### src/design/core_pkg.sv
//////////////////////////////
// core package
// shared widths, payload types, raster defaults,
// test pattern geometry and bridge register map
//////////////////////////////

package core_pkg;

    // payload types
    typedef logic [9:0]  coord_t;
    typedef logic [23:0] pixel_t;
    typedef logic [15:0] sample_t;
    typedef logic [15:0] frame_cnt_t;
    typedef logic [31:0] bridge_addr_t;
    typedef logic [31:0] bridge_data_t;

    // default raster, 400 x 512 clocks per frame
    localparam int DEF_H_TOTAL  = 400;
    localparam int DEF_H_ACTIVE = 320;
    localparam int DEF_H_BPORCH = 10;
    localparam int DEF_V_TOTAL  = 512;
    localparam int DEF_V_ACTIVE = 240;
    localparam int DEF_V_BPORCH = 10;
    // hs a few clocks after vs, never on the same cycle
    localparam int HS_POS       = 3;

    // grey levels and square placement
    localparam logic [7:0] BG_LEVEL     = 8'd60;
    localparam logic [7:0] SQUARE_LEVEL = 8'd200;
    localparam int SQUARE_X    = 135;
    localparam int SQUARE_Y    = 95;
    localparam int SQUARE_SIZE = 50;

    // bridge read map
    localparam bridge_addr_t ADDR_BLINK = 32'h0010_0000;
    localparam bridge_addr_t ADDR_FRAME = 32'h0010_0004;
    localparam int DEF_BLINK_BIT = 24;

endpackage
### src/design/core_top.sv
//////////////////////////////
// core top level
// video pattern, i2s audio and bridge read-back
// in the core clock domain
//////////////////////////////

`timescale 1ns/1ns

module core_top import core_pkg::*; #(
    parameter int H_TOTAL   = DEF_H_TOTAL,
    parameter int H_ACTIVE  = DEF_H_ACTIVE,
    parameter int H_BPORCH  = DEF_H_BPORCH,
    parameter int V_TOTAL   = DEF_V_TOTAL,
    parameter int V_ACTIVE  = DEF_V_ACTIVE,
    parameter int V_BPORCH  = DEF_V_BPORCH,
    parameter int BLINK_BIT = DEF_BLINK_BIT
) (
    input  logic         clk_core_12288,
    input  logic         reset_n,
    // bridge
    input  bridge_addr_t bridge_addr,
    input  logic         bridge_rd,
    output bridge_data_t bridge_rd_data,
    // audio samples
    input  sample_t      sample_left,
    input  sample_t      sample_right,
    input  logic         sample_valid,
    output logic         sample_ready,
    // video
    output pixel_t       video_rgb,
    output logic         video_de,
    output logic         video_hs,
    output logic         video_vs,
    // audio i2s
    output logic         audio_sclk,
    output logic         audio_lrck,
    output logic         audio_dac
);

    logic       line_start;
    logic       frame_start;
    logic       active;
    coord_t     visible_x;
    coord_t     visible_y;
    frame_cnt_t frame_count;

    //////////////////////////////
    // video chain
    //////////////////////////////
    video_timing #(
        .H_TOTAL  (H_TOTAL),
        .H_ACTIVE (H_ACTIVE),
        .H_BPORCH (H_BPORCH),
        .V_TOTAL  (V_TOTAL),
        .V_ACTIVE (V_ACTIVE),
        .V_BPORCH (V_BPORCH)
    ) u_video_timing (
        .clk_core_12288 (clk_core_12288),
        .reset_n        (reset_n),
        .line_start     (line_start),
        .frame_start    (frame_start),
        .active         (active),
        .visible_x      (visible_x),
        .visible_y      (visible_y),
        .frame_count    (frame_count)
    );

    video_pattern u_video_pattern (
        .clk_core_12288 (clk_core_12288),
        .reset_n        (reset_n),
        .line_start     (line_start),
        .frame_start    (frame_start),
        .active         (active),
        .visible_x      (visible_x),
        .visible_y      (visible_y),
        .video_rgb      (video_rgb),
        .video_de       (video_de),
        .video_hs       (video_hs),
        .video_vs       (video_vs)
    );

    //////////////////////////////
    // audio and bridge
    //////////////////////////////
    i2s_serializer u_i2s_serializer (
        .clk_core_12288 (clk_core_12288),
        .reset_n        (reset_n),
        .sample_left    (sample_left),
        .sample_right   (sample_right),
        .sample_valid   (sample_valid),
        .sample_ready   (sample_ready),
        .audio_sclk     (audio_sclk),
        .audio_lrck     (audio_lrck),
        .audio_dac      (audio_dac)
    );

    bridge_regs #(
        .BLINK_BIT (BLINK_BIT)
    ) u_bridge_regs (
        .clk_core_12288 (clk_core_12288),
        .reset_n        (reset_n),
        .bridge_addr    (bridge_addr),
        .bridge_rd      (bridge_rd),
        .frame_count    (frame_count),
        .bridge_rd_data (bridge_rd_data)
    );

endmodule

### src/design/bridge_regs.sv
//////////////////////////////
// bridge read-back
// free-running blink counter and registered read mux
//////////////////////////////

`timescale 1ns/1ns

module bridge_regs import core_pkg::*; #(
    parameter int BLINK_BIT = DEF_BLINK_BIT
) (
    input  logic         clk_core_12288,
    input  logic         reset_n,
    input  bridge_addr_t bridge_addr,
    input  logic         bridge_rd,
    input  frame_cnt_t   frame_count,
    output bridge_data_t bridge_rd_data
);

    logic [31:0]  blink_cnt;
    bridge_data_t rd_mux;

    // address decode, unmapped reads as zero
    always_comb begin
        case (bridge_addr)
            ADDR_BLINK: rd_mux = bridge_data_t'(blink_cnt[BLINK_BIT]);
            ADDR_FRAME: rd_mux = bridge_data_t'(frame_count);
            default:    rd_mux = '0;
        endcase
    end

    always_ff @(posedge clk_core_12288 or negedge reset_n) begin
        if (!reset_n) begin
            blink_cnt      <= '0;
            bridge_rd_data <= '0;
        end else begin
            blink_cnt <= blink_cnt + 1'b1;
            // data held until the next read strobe
            if (bridge_rd) begin
                bridge_rd_data <= rd_mux;
            end
        end
    end

endmodule

### src/design/i2s_serializer.sv
//////////////////////////////
// i2s serializer
// sclk at clock / 4, 32 bit slots, 16 bit samples
// msb first, taken by a valid/ready handshake
//////////////////////////////

`timescale 1ns/1ns

module i2s_serializer import core_pkg::*; (
    input  logic    clk_core_12288,
    input  logic    reset_n,
    input  sample_t sample_left,
    input  sample_t sample_right,
    input  logic    sample_valid,
    output logic    sample_ready,
    output logic    audio_sclk,
    output logic    audio_lrck,
    output logic    audio_dac
);

    logic [1:0] clk_div;
    logic [4:0] bit_cnt;
    logic       sclk_fall;
    logic       slot_end;
    sample_t    pend_left;
    sample_t    pend_right;
    sample_t    cur_right;
    sample_t    shift_reg;

    // sclk low for div 0..1, high for 2..3
    assign audio_sclk = clk_div[1];
    // edge where sclk drops back low
    assign sclk_fall  = (clk_div == 2'd3);
    assign slot_end   = sclk_fall && (bit_cnt == 5'd31);
    // offered once per frame, as the right slot ends
    assign sample_ready = slot_end && audio_lrck;

    //////////////////////////////
    // divider and slot counter
    //////////////////////////////
    always_ff @(posedge clk_core_12288 or negedge reset_n) begin
        if (!reset_n) begin
            clk_div    <= '0;
            bit_cnt    <= '0;
            audio_lrck <= 1'b0;
        end else begin
            clk_div <= clk_div + 1'b1;
            if (sclk_fall) begin
                bit_cnt <= bit_cnt + 1'b1;
            end
            if (slot_end) begin
                audio_lrck <= ~audio_lrck;
            end
        end
    end

    //////////////////////////////
    // sample capture and shift
    //////////////////////////////
    always_ff @(posedge clk_core_12288 or negedge reset_n) begin
        if (!reset_n) begin
            pend_left  <= '0;
            pend_right <= '0;
            cur_right  <= '0;
            shift_reg  <= '0;
            audio_dac  <= 1'b0;
        end else begin
            // no valid at the boundary means a silent frame
            if (sample_ready) begin
                pend_left  <= sample_valid ? sample_left  : '0;
                pend_right <= sample_valid ? sample_right : '0;
            end
            if (slot_end && audio_lrck) begin
                // new left slot, previous pair goes out now
                audio_dac <= pend_left[15];
                shift_reg <= {pend_left[14:0], 1'b0};
                cur_right <= pend_right;
            end else if (slot_end) begin
                // right slot of the same pair
                audio_dac <= cur_right[15];
                shift_reg <= {cur_right[14:0], 1'b0};
            end else if (sclk_fall) begin
                // zeros fill in after the 16th bit
                audio_dac <= shift_reg[15];
                shift_reg <= {shift_reg[14:0], 1'b0};
            end
        end
    end

    a_ready_pulse: assert property (@(posedge clk_core_12288) disable iff (!reset_n)
        sample_ready |=> !sample_ready)
        else $error("sample_ready held for two cycles");

endmodule

### src/design/video_pattern.sv
//////////////////////////////
// test pattern generator
// grey field with a lighter square, colour,
// data enable and syncs registered together
//////////////////////////////

`timescale 1ns/1ns

module video_pattern import core_pkg::*; (
    input  logic   clk_core_12288,
    input  logic   reset_n,
    input  logic   line_start,
    input  logic   frame_start,
    input  logic   active,
    input  coord_t visible_x,
    input  coord_t visible_y,
    output pixel_t video_rgb,
    output logic   video_de,
    output logic   video_hs,
    output logic   video_vs
);

    logic   in_square;
    pixel_t pixel_next;

    // square bounds, half open on the far edge
    assign in_square = (visible_x >= coord_t'(SQUARE_X)) &&
                       (visible_x <  coord_t'(SQUARE_X + SQUARE_SIZE)) &&
                       (visible_y >= coord_t'(SQUARE_Y)) &&
                       (visible_y <  coord_t'(SQUARE_Y + SQUARE_SIZE));

    // black outside the active area
    always_comb begin
        pixel_next = '0;
        if (active) begin
            pixel_next = in_square ? {3{SQUARE_LEVEL}} : {3{BG_LEVEL}};
        end
    end

    always_ff @(posedge clk_core_12288 or negedge reset_n) begin
        if (!reset_n) begin
            video_rgb <= '0;
            video_de  <= 1'b0;
            video_hs  <= 1'b0;
            video_vs  <= 1'b0;
        end else begin
            video_rgb <= pixel_next;
            video_de  <= active;
            video_hs  <= line_start;
            video_vs  <= frame_start;
        end
    end

endmodule

### src/design/video_timing.sv
//////////////////////////////
// video raster timing
// line and frame counters, sync pulses, active window,
// visible coordinates and frame count
//////////////////////////////

`timescale 1ns/1ns

module video_timing import core_pkg::*; #(
    parameter int H_TOTAL  = DEF_H_TOTAL,
    parameter int H_ACTIVE = DEF_H_ACTIVE,
    parameter int H_BPORCH = DEF_H_BPORCH,
    parameter int V_TOTAL  = DEF_V_TOTAL,
    parameter int V_ACTIVE = DEF_V_ACTIVE,
    parameter int V_BPORCH = DEF_V_BPORCH
) (
    input  logic       clk_core_12288,
    input  logic       reset_n,
    output logic       line_start,
    output logic       frame_start,
    output logic       active,
    output coord_t     visible_x,
    output coord_t     visible_y,
    output frame_cnt_t frame_count
);

    coord_t x_count;
    coord_t y_count;
    logic   x_in_window;
    logic   y_in_window;

    // window decode on the raw counters
    assign x_in_window = (x_count >= coord_t'(H_BPORCH)) &&
                         (x_count <  coord_t'(H_BPORCH + H_ACTIVE));
    assign y_in_window = (y_count >= coord_t'(V_BPORCH)) &&
                         (y_count <  coord_t'(V_BPORCH + V_ACTIVE));

    always_ff @(posedge clk_core_12288 or negedge reset_n) begin
        if (!reset_n) begin
            x_count     <= '0;
            y_count     <= '0;
            line_start  <= 1'b0;
            frame_start <= 1'b0;
            active      <= 1'b0;
            visible_x   <= '0;
            visible_y   <= '0;
            frame_count <= '0;
        end else begin
            // x wraps at line end, y at frame end
            if (x_count == coord_t'(H_TOTAL - 1)) begin
                x_count <= '0;
                if (y_count == coord_t'(V_TOTAL - 1)) begin
                    y_count <= '0;
                end else begin
                    y_count <= y_count + 1'b1;
                end
            end else begin
                x_count <= x_count + 1'b1;
            end

            // registered decode, one cycle behind the counters
            frame_start <= (x_count == '0) && (y_count == '0);
            line_start  <= (x_count == coord_t'(HS_POS));
            active      <= x_in_window && y_in_window;
            // porch removed, wraps harmlessly outside the window
            visible_x   <= x_count - coord_t'(H_BPORCH);
            visible_y   <= y_count - coord_t'(V_BPORCH);

            if ((x_count == '0) && (y_count == '0)) begin
                frame_count <= frame_count + 1'b1;
            end
        end
    end

    // active only with visible coordinates inside the active area
    a_active_window: assert property (@(posedge clk_core_12288) disable iff (!reset_n)
        active |-> ((visible_x < coord_t'(H_ACTIVE)) && (visible_y < coord_t'(V_ACTIVE))))
        else $error("active outside the H_ACTIVE x V_ACTIVE window");

endmodule

### config.mk
export PLATFORM = sky130hd
export DESIGN_NAME = core_top
export DESIGN_NICKNAME = d
export VERILOG_FILES = /design/src/design/core_pkg.sv /design/src/design/core_top.sv /design/src/design/bridge_regs.sv /design/src/design/i2s_serializer.sv /design/src/design/video_pattern.sv /design/src/design/video_timing.sv
export SDC_FILE = /design/constraint.sdc
export NUM_CORES = 1
export LEC_CHECK = 0
export BUFFER_PORTS_ARGS = -buffer_cell sky130_fd_sc_hd__buf_4
export CAP_MARGIN = 0
export CORE_MARGIN = 5
export CORE_UTILIZATION = 40
export DETAILED_ROUTE_END_ITERATION = 16
export PLACE_DENSITY_LB_ADDON = 0.2
export SYNTH_ARGS = -nofsm -noshare
export SYNTH_HDL_FRONTEND = slang
export SYNTH_SLANG_ARGS = --single-unit
### constraint.sdc
create_clock -name clk_core_12288 -period 3.1 [get_ports clk_core_12288]
set_input_delay 0.62 -clock clk_core_12288 [delete_from_list [all_inputs] [get_ports clk_core_12288]]
set_output_delay 0.62 -clock clk_core_12288 [all_outputs]
set_load 0.1 [all_outputs]
==> flow_metrics.env, run 1 <==
export IMPL_power_density_nw_per_um2=484
export IMPL_routed_wl_met3_um=846
export IMPL_yosys_area_share_simple_pct=16.2
export IMPL_dp_hpwl_um=11300
export IMPL_fin_crit_sh_pct=81.6
export IMPL_viasPerCell=4.84
export IMPL_cts_setup_buffers=0
export IMPL_worst_pin_slew_ns=0.757
export IMPL_h_tree_depth=4
export IMPL_max_slew_margin_rel_pct=49.5
export IMPL_synthFlopType="dfrtp_1"
export IMPL_synth_top_family_by_area="simple AND/OR/NAND/NOR gates"
export IMPL_post_route_cells_drive_above_1_share_pct=24.5
export IMPL_yosysUniqueCellTypes=46
export IMPL_synthMuxAreaShare_pct=6.91
export IMPL_drt_iter0_drc=249
export IMPL_placed_cells=1083
export IMPL_finalSetupViolations=0
export IMPL_clk_pin_slew_ns=0.07
export IMPL_grt_setup_unrepaired="no"
export IMPL_final_cells=1115
export IMPL_ir_drop_mv=0.364
export IMPL_outcome="finished, final reports clean"
export IMPL_wl_met2_um=7500
export IMPL_maxCapViolations=0
export IMPL_fin_nets=916
export IMPL_min_path_type="input pin to async pin"
export IMPL_n_antenna_cell=0
export IMPL_fillerInstances=1887
export IMPL_synth_edf_count=0
export IMPL_worstPathArrival_ns=1.91
export IMPL_totalPowerFinal_w=0.00466
export IMPL_core_area_um2=20200
export IMPL_cts_hold_buf=0
export IMPL_vias=5398
export IMPL_r2r_start="u_video_timing.x_count[6]"
export IMPL_slew_violations=0
export IMPL_die_x_um=153
export IMPL_antenna_left=0
export IMPL_cp_start_kind="flop"
export IMPL_skew_ns=0.0108
export IMPL_gp_congestion=0.855
export IMPL_grt_max_degree=81
export IMPL_drcViolationCount=0
export IMPL_ys_seq_area_share_pct=54.3
export IMPL_cts_resized_gates=0
export IMPL_p_leak_nw=4.66
export IMPL_grtUsageTotal_pct=14.1
export IMPL_r2r_end="u_video_timing.y_count[5]"
export IMPL_path_max_fanout=3
export IMPL_syn_area_um2=8160
export IMPL_critPathKind="flop to primary output"
export IMPL_grt_pass1_vias=5542
export IMPL_met1_length_um=7550
export IMPL_die_height_um=153
export IMPL_highest_layer="met4"
export IMPL_drt_total_wl_um=16100
export IMPL_fmaxAchievable_mhz=395
export IMPL_finalHoldViolCount=0
export IMPL_cts_buffers=17
export IMPL_die_area_um2=23400
export IMPL_portBuffers=108
export IMPL_clock_sinks=177
export IMPL_r2r_slack_ns=0.88
export IMPL_yosys_warnings=0
export IMPL_start_util_pct=40.5
export IMPL_ctsRootBufferMaster="clkbuf_16"
export IMPL_synth_fa_ha_area_share_pct=2.45
export IMPL_io_pins=131
export IMPL_async_flop_share_pct=100
export IMPL_firstDrtPassIters=4
export IMPL_synth_compound_area_share_pct=6.44
export IMPL_regMostFlops="u_bridge_regs.blink_cnt"
export IMPL_placementRows=52
export IMPL_grt_overflow=0
export IMPL_worstPathRequired_ns=2.48
export IMPL_fin_crit_ns=2.53
export IMPL_antenna_found_initial=0
export IMPL_cts_tree="built"
export IMPL_insertion_delay_ns=0.43
export IMPL_end_kind="primary output"
export IMPL_reg2reg_depth=4
export IMPL_ys_seq_elements=177
export IMPL_routedWlPerCell_um=14.4
export IMPL_largest_reg_flops=25
export IMPL_syn_inst=752
export IMPL_grt_pass1_wl_um=27400
export IMPL_setup_tns_ns=0
export IMPL_avgSynthCellArea_um2=10.9
export IMPL_clockBufferDepth=2
export IMPL_finish_utilization_pct=47.7
export IMPL_area_growth_pct=17.9
export IMPL_synthXorXnorAreaFrac_pct=7.30
==> worst max-delay path, cell delays in order (launching register included) <==
cell	delay (ns)
dfrtp_1	0.40
ha_1	0.21
and3_1	0.18
ha_1	0.16
and2_1	0.15
nand2_2	0.10
inv_1	0.06
buf_4	0.23
==> routing by layer <==
metal | track usage (%) | up-vias
met5 | 0 | -
met4 | 3.95 | 0
met3 | 4.58 | 19
met2 | 22.1 | 122
met1 | 19.1 | 2574
li1 | - | 2683
==> cells in the mapped netlist (7+ instances only) <==
cell / count / share of area [%]
and3_1: 14 / 1.1
nand3_1: 23 / 1.4
nand4_1: 19 / 1.5
nor2b_1: 17 / 1.3
inv_1: 18 / 0.83
and4_1: 7 / 0.75
xor2_1: 31 / 3.3
mux2i_1: 17 / 2.1
dfrtp_1: 177 / 54
xnor2_1: 37 / 4.0
nor4_1: 14 / 1.1
mux2_2: 35 / 4.8
ha_1: 16 / 2.5
nand2_1: 87 / 4.0
clkbuf_1: 34 / 1.6
a21oi_1: 17 / 1.0
buf_4: 38 / 3.5
and2_1: 7 / 0.54
nor2_1: 33 / 1.5
o21ai_0: 42 / 2.6
a31o_2: 15 / 1.6
nor3_1: 21 / 1.3
==> final cells by class <==
class / count / area, µm² / area share [%]
inverters: 18 / 67.6 / 0.702
multi-input cells: 500 / 3290 / 34.2
clock inverters: 14 / 146 / 1.52
clock buffers: 18 / 429 / 4.46
well taps: 270 / 338 / 3.51
repair buffers: 118 / 927 / 9.63
flip-flops and latches: 177 / 4430 / 46.0
==> logic make-up (layout without fill, tap and decap cells) <==
kind of cell,Yosys count,in the layout
and+or+nand+nor,256,256
buffers and inverters,96,168
adders and majority gates,16,16
muxes,52,52
AOI/OAI and AO/OA,86,86
other,1,22
xor gates and xnor gates,68,68
DFF,177,177
==> worst max-delay path by stage <==
stage,startpoint,endpoint,slack (ns)
2_1_floorplan,u_i2s_serializer.audio_lrck,sample_ready,0.04
3_3_place_gp,u_video_timing.y_count[1],u_video_timing.frame_count[1],0.92
3_5_place_dp,u_video_timing.x_count[5],u_video_timing.y_count[5],0.88
4_1_cts,u_i2s_serializer.bit_cnt[0],sample_ready,0.53
5_1_grt,u_i2s_serializer.bit_cnt[0],sample_ready,0.45
6_report,u_i2s_serializer.bit_cnt[0],sample_ready,0.57
==> placed cells by master (no fill, tap or decap), types with 2 or more instances in the layout <==
cell type	n
clkbuf_16	17
and3_1	14
or3_1	2
a31oi_1	2
nor3_1	21
inv_8	3
xor2_1	31
xnor2_1	37
clkinvlp_4	4
o21ai_0	42
clkinv_4	2
nor4_1	14
nand2_1	86
or4_4	2
inv_1	18
conb_1	22
a31o_2	15
buf_4	114
ha_1	16
nand4_1	19
nand3_1	23
dfrtp_1	176
nor2_1	33
buf_12	3
a21oi_1	17
nor4b_1	3
and4_1	7
nor2b_1	17
mux2_2	35
inv_6	4
mux2i_1	17
and2_1	7
==> power breakdown <==
group	internal (W)	leakage, nW	switching (W)
Sequential	0.00231	2.20	0.00000000000000480
Combinational	0.0000647	2.19	0.000192
Clock	0.00114	0.270	0.000958
Total	0.00351	4.66	0.00115
==> metrics by stage <==
step / hold WS (ns) / setup WS, ns / cell area [µm²]
floorplan: 0.324 / 0.0356 / 8240
global placement: 0.357 / 0.918 / 9050
detailed placement: 0.355 / 0.884 / 9050
CTS: 0.189 / 0.531 / 9630
global route: 0.206 / 0.450 / 9630
finish: 0.157 / 0.569 / 9630
Power figures use the tool's default switching activity.
==> run 2: changes to the inputs <==
- clock period: 3.1 -> 2.3 ns (I/O delays scaled with it)
==> run 2 against run 1 <==
  * Non-clock buffer count grew 20
  * Routed wire length rose by 0.97%
  * Cell area is 2.6% higher
  * Total power is 37% higher
  * Die area did not move
  * Flip-flop and latch count did not move
  * Global-route usage up 0.072 points
  * Clock-buffer cell count unchanged
  * Clock power up 39%
  * Largest power group unchanged
==> flow_metrics.env, run 2 (synthesized netlist as in run 1, its figures left out) <==
export IMPL_final_common_cell="dfrtp_1"
export IMPL_drt_iter0_drc=237
export IMPL_grtUsageMet1_pct=19.3
export IMPL_path_max_fanout=2
export IMPL_cp_start_kind="flop"
export IMPL_portBuffers=108
export IMPL_setup_tns_ns=0
export IMPL_die_height_um=153
export IMPL_h_tree_depth=4
export IMPL_cp_slowest_cell="dfrtp_1"
export IMPL_worst_pin_slew_ns=0.588
export IMPL_insertion_delay_ns=0.43
export IMPL_grt_setup_unrepaired="yes"
export IMPL_worstPathRequired_ns=1.84
export IMPL_die_x_um=153
export IMPL_fillerInstances=1896
export IMPL_fmaxAchievable_mhz=441
export IMPL_grt_max_degree=81
export IMPL_dpl_instance_area_um2=9200
export IMPL_post_route_cells_drive_above_1_share_pct=27.2
export IMPL_stdcell_area_um2=9870
export IMPL_n_antenna_cell=0
export IMPL_min_path_type="input pin to flop"
export IMPL_regMostFlops="u_bridge_regs.blink_cnt"
export IMPL_cts_tree="built"
export IMPL_p_leak_nw=4.78
export IMPL_met3_usage_pct=3.73
export IMPL_area_growth_pct=21.0
export IMPL_skew_ns=0.0139
export IMPL_core_area_um2=20200
export IMPL_grtUsageTotal_pct=14.2
export IMPL_largest_reg_flops=25
export IMPL_ctsRootBufferMaster="clkbuf_16"
export IMPL_gp_congestion=0.792
export IMPL_clockBufferDepth=2
export IMPL_antenna_left=0
export IMPL_placementRows=52
export IMPL_max_slew_margin_rel_pct=60.4
export IMPL_firstDrtPassIters=5
export IMPL_viasPerCell=4.83
export IMPL_critPathKind="flop to primary output"
export IMPL_clk_pin_slew_ns=0.07
export IMPL_grtUsageMet2_pct=22.4
export IMPL_grt_pass1_vias=5630
export IMPL_fin_crit_sh_pct=98.7
export IMPL_grt_busiest_layer="met2"
export IMPL_routedWlPerCell_um=14.3
export IMPL_ir_drop_mv=0.501
export IMPL_antenna_found_initial=0
export IMPL_outcome="finished, final reports clean"
export IMPL_drt_total_wl_um=16200
export IMPL_layout_common_cells="dfrtp_1, buf_4, nand2_1, o21ai_0, xnor2_1"
export IMPL_clock_sinks=177
export IMPL_end_kind="primary output"
export IMPL_grt_overflow=0
export IMPL_cp_cell_sequence="ha_2 -> and3_4 -> ha_4 -> and2_4 -> nand2_4 -> clkinvlp_4 -> buf_12"
export IMPL_dp_hpwl_um=11400
export IMPL_cts_buffers=17
export IMPL_drcViolationCount=0
export IMPL_finalSetupViolations=0
export IMPL_io_pins=131
export IMPL_start_util_pct=40.5
export IMPL_fin_crit_ns=2.27
export IMPL_slew_violations=0
export IMPL_vias=5483
export IMPL_cpPeakStageDelay_ns=0.39
export IMPL_die_area_um2=23400
export IMPL_maxCapViolations=0
export IMPL_worstPathArrival_ns=1.81
export IMPL_grt_pass1_wl_um=27700
export IMPL_power_density_nw_per_um2=645
export IMPL_fin_nets=936
export IMPL_finalHoldViolCount=0
-- run 2: cell types whose count changed in the layout (fill, tap and decap cells not counted), moves of 2 or more --
cell | before | now
buf_4 | 114 | 132
clkinv_8 | 0 | 2
ha_1 | 16 | 13
ha_4 | 0 | 2
-- run 2: per-layer routing --
metal / share of wire, % / wire [µm]
met2: 46 / 7440
met1: 48 / 7810
met4: 1.4 / 230
met5: 0 / 0
met3: 4.7 / 756
-- run 2: final timing paths --
check	from	end	slack (ns)	depth (start not counted)
max reg2reg	u_i2s_serializer.bit_cnt[0]	u_i2s_serializer.cur_right[3]	0.19	9
min	sample_right[6]	u_i2s_serializer.pend_right[6]	0.29	3
min reg2reg	u_video_timing.frame_start	u_video_pattern.video_vs	0.35	0
max	u_i2s_serializer.bit_cnt[0]	sample_ready	0.03	7
max in group asynchronous	reset_n	u_i2s_serializer.shift_reg[10]	1.12	3
min in group asynchronous	reset_n	u_i2s_serializer.cur_right[1]	0.53	2
-- run 2: timing repair --
item / 4_1_cts / 5_1_grt
resized for setup: 7 / 1
hold buffers: 1 / 0
endpoints found under the hold margin: 40 / 0
buffers inserted: 2 / 1
pin swaps: 1 / 1
setup endpoints to repair: 1 / 2
-- run 2: area by class of cell --
cell class	count	area (µm²)	share of cell area (%)
Sequential cell	177	4430	44.9
Tap cell	270	338	3.42
Inverter	18	71.3	0.722
Clock inverter	14	164	1.66
Clock buffer	18	439	4.45
Multi-Input combinational cell	500	3340	33.8
Timing Repair Buffer	138	1090	11.1
-- run 2: worst max-delay path: cells and delay by family (launching register included) --
family | cells | cell delay, ns
and+or+nand+nor | 3 | 0.40
DFF | 1 | 0.39
adders and majority gates | 2 | 0.33
buffers and inverters | 2 | 0.28
-- run 2: report_power, final --
part / switching, W / internal, W
Clock: 0.00133 / 0.00158
Sequential: 0.00000000000000698 / 0.00311
Combinational: 0.000260 / 0.0000905
Total: 0.00159 / 0.00478
-- run 2: metrics by stage --
stage	hold slack [ns]	setup slack (ns)	total power [W]	cells	util (%)
floorplan	0.164	-0.00101	0.00338	773	-
global placement	0.348	0.227	0.00353	1099	45.6
detailed placement	0.344	0.239	0.00353	1099	45.6
CTS	0.268	-0.00433	0.00648	1134	48.9
global route	0.277	-0.0474	0.00664	1135	49.0
finish	0.287	0.0302	0.00637	1135	49.0
==> run 3: changes to the inputs <==
- SETUP_SLACK_MARGIN: unset -> 0.15
==> run 3 against run 2 <==
  * Total power is 1.7% lower
  * Critical endpoint unchanged
  * Routed wire length is 1.9% higher
  * Register-to-register slack better by 0.03 ns
  * Global-route usage is 0.22 points higher
  * Cell count is 0.62% higher
  * Sequential share of layout area is 0.12 points lower
  * Utilization is 0.13 points higher
==> flow_metrics.env, run 3 (synthesized netlist as in run 1, its figures left out) <==
export IMPL_outcome="finished, final reports clean"
export IMPL_gp_congestion=0.808
export IMPL_finalHoldViolCount=0
export IMPL_finalSetupViolations=0
export IMPL_maxCapViolations=0
export IMPL_fin_crit_ns=2.29
export IMPL_clock_sinks=177
export IMPL_met3_usage_pct=4.44
export IMPL_placed_cells=1102
export IMPL_whs_endpoint="u_i2s_serializer.pend_left[9]"
export IMPL_cpPeakStageDelay_ns=0.39
export IMPL_antenna_left=0
export IMPL_grt_overflow=0
export IMPL_holdPathStages=3
export IMPL_worst_pin_slew_ns=0.586
export IMPL_fin_nets=943
export IMPL_fmaxAchievable_mhz=437
export IMPL_grt_pass1_wl_um=28100
export IMPL_final_common_cell="dfrtp_1"
export IMPL_fin_ws_ns=0.0101
export IMPL_ctsRootBufferMaster="clkbuf_16"
export IMPL_p_comb_share_pct=5.6
export IMPL_portBuffers=108
export IMPL_insertion_delay_ns=0.43
export IMPL_die_height_um=153
export IMPL_grtUsageTotal_pct=14.4
export IMPL_hold_start="sample_left[9]"
export IMPL_layout_common_cells="dfrtp_1, buf_4, nand2_1, o21ai_0, xnor2_1"
export IMPL_routedWlPerCell_um=14.5
export IMPL_clockBufferDepth=2
export IMPL_pre_cts_ws_ns=0.248
export IMPL_die_area_um2=23400
export IMPL_antenna_found_initial=0
export IMPL_drt_total_wl_um=16600
export IMPL_max_slew_margin_rel_pct=60.5
export IMPL_final_cells=1142
export IMPL_end_kind="primary output"
export IMPL_r2r_end="u_video_timing.y_count[5]"
export IMPL_grtUsageMet2_pct=23.3
export IMPL_h_tree_depth=4
export IMPL_cts_buffers=17
export IMPL_path_max_fanout=3
export IMPL_clk_pin_slew_ns=0.07
export IMPL_r2r_slack_ns=0.22
export IMPL_fin_crit_sh_pct=99.6
export IMPL_holdWs_ns=0.284
export IMPL_power_density_nw_per_um2=632
export IMPL_placementRows=52
export IMPL_die_x_um=153
export IMPL_cts_tree="built"
export IMPL_reg2reg_depth=4
export IMPL_cp_cell_sequence="ha_2 -> and3_4 -> ha_4 -> and2_4 -> nand2_4 -> clkinvlp_4 -> buf_12"
export IMPL_slew_violations=0
export IMPL_grt_setup_unrepaired="yes"
export IMPL_critPathKind="flop to primary output"
export IMPL_grt_busiest_layer="met2"
export IMPL_clkPwrFrac_pct=44.7
export IMPL_grtUsageMet1_pct=19.2
export IMPL_regMostFlops="u_bridge_regs.blink_cnt"
export IMPL_drcViolationCount=0
export IMPL_grt_max_degree=54
export IMPL_start_util_pct=40.5
export IMPL_p_int_w=0.00474
export IMPL_n_antenna_cell=0
export IMPL_r2r_start="u_video_timing.x_count[6]"
export IMPL_skew_ns=0.0119
export IMPL_p_sw_share_pct=24.3
export IMPL_post_route_cells_drive_above_1_share_pct=28.0
export IMPL_io_pins=131
export IMPL_power_switching_w=0.00152
export IMPL_p_leak_nw=4.80
export IMPL_worstPathRequired_ns=1.84
export IMPL_worstPathArrival_ns=1.83
export IMPL_ir_drop_mv=0.470
export IMPL_firstDrtPassIters=6
export IMPL_area_growth_pct=21.3
export IMPL_vias=5552
export IMPL_viasPerCell=4.86
export IMPL_cp_slowest_cell="dfrtp_1"
export IMPL_grt_pass1_vias=5618
export IMPL_min_path_type="input pin to flop"
export IMPL_cp_start_kind="flop"
export IMPL_dp_hpwl_um=11700
export IMPL_drt_iter0_drc=316
export IMPL_largest_reg_flops=25
export IMPL_core_area_um2=20200
export IMPL_power_frac_seq_pct=49.7
## run 3: changes by cell type in the layout (fill, tap and decap cells not counted), sizes merged
cell | previous run | this run
inv | 25 | 22
clkinv | 3 | 6
buf | 137 | 144
## run 3: per-layer routing
metal  routed length (µm)  vias to the layer above
met1                 7670                     2676
li1                     -                     2738
met4                  129                        0
met2                 7850                      127
met5                    0                        -
met3                  896                       11
## run 3: area by class of cell
cell class	count	area, µm²
repair buffers	145	1140
fillers	1827	10300
clock inverters	14	129
well taps	270	338
inverters	18	71.3
flip-flops and latches	177	4430
multi-input cells	500	3340
clock buffers	18	439
## run 3: repair_timing
item / CTS / global route
setup buffers: 3 / 4
gates cloned: 0 / 0
gates resized for setup: 7 / 3
hold buffers: 1 / 0
endpoints found under the setup margin: 1 / 16
endpoints found under the hold margin: 39 / 0
pin swaps: 1 / 3
## run 3: how the worst max path moves through the flow
stage               cells past startpoint                       endpoint                         from
finish                                  7                   sample_ready  u_i2s_serializer.bit_cnt[0]
floorplan                               8                   sample_ready  u_i2s_serializer.bit_cnt[0]
CTS                                     7                   sample_ready  u_i2s_serializer.bit_cnt[1]
global placement                        7  u_video_timing.frame_count[8]    u_video_timing.y_count[0]
detailed placement                      7  u_video_timing.frame_count[8]    u_video_timing.y_count[0]
global route                            7                   sample_ready  u_i2s_serializer.bit_cnt[0]
## run 3: critical path: cells and delay by family (launching register included)
kind,cells,cell delay (ns)
buf+inv,2,0.30
simple gates,3,0.40
flops,1,0.39
fa+ha+maj,2,0.33
## run 3: metrics by stage
step / power (W) / utilization (%) / setup TNS [ns] / instance area, µm²
CTS: 0.00635 / 48.9 / -0.0279 / 9860
floorplan: 0.00338 / - / -0.00101 / 8290
detailed placement: 0.00353 / 45.7 / 0 / 9220
global placement: 0.00353 / 45.7 / 0 / 9220
global route: 0.00650 / 49.1 / -0.0567 / 9900
finish: 0.00626 / 49.1 / 0 / 9900
## run 3: power groups by stage
stage          Clock, W  Sequential, W  Combinational, W
2_1_floorplan         0        0.00317          0.000211
3_3_place_gp          0        0.00317          0.000357
3_5_place_dp          0        0.00317          0.000358
4_1_cts         0.00288        0.00311          0.000360
5_1_grt         0.00300        0.00311          0.000383
6_report        0.00280        0.00311          0.000351
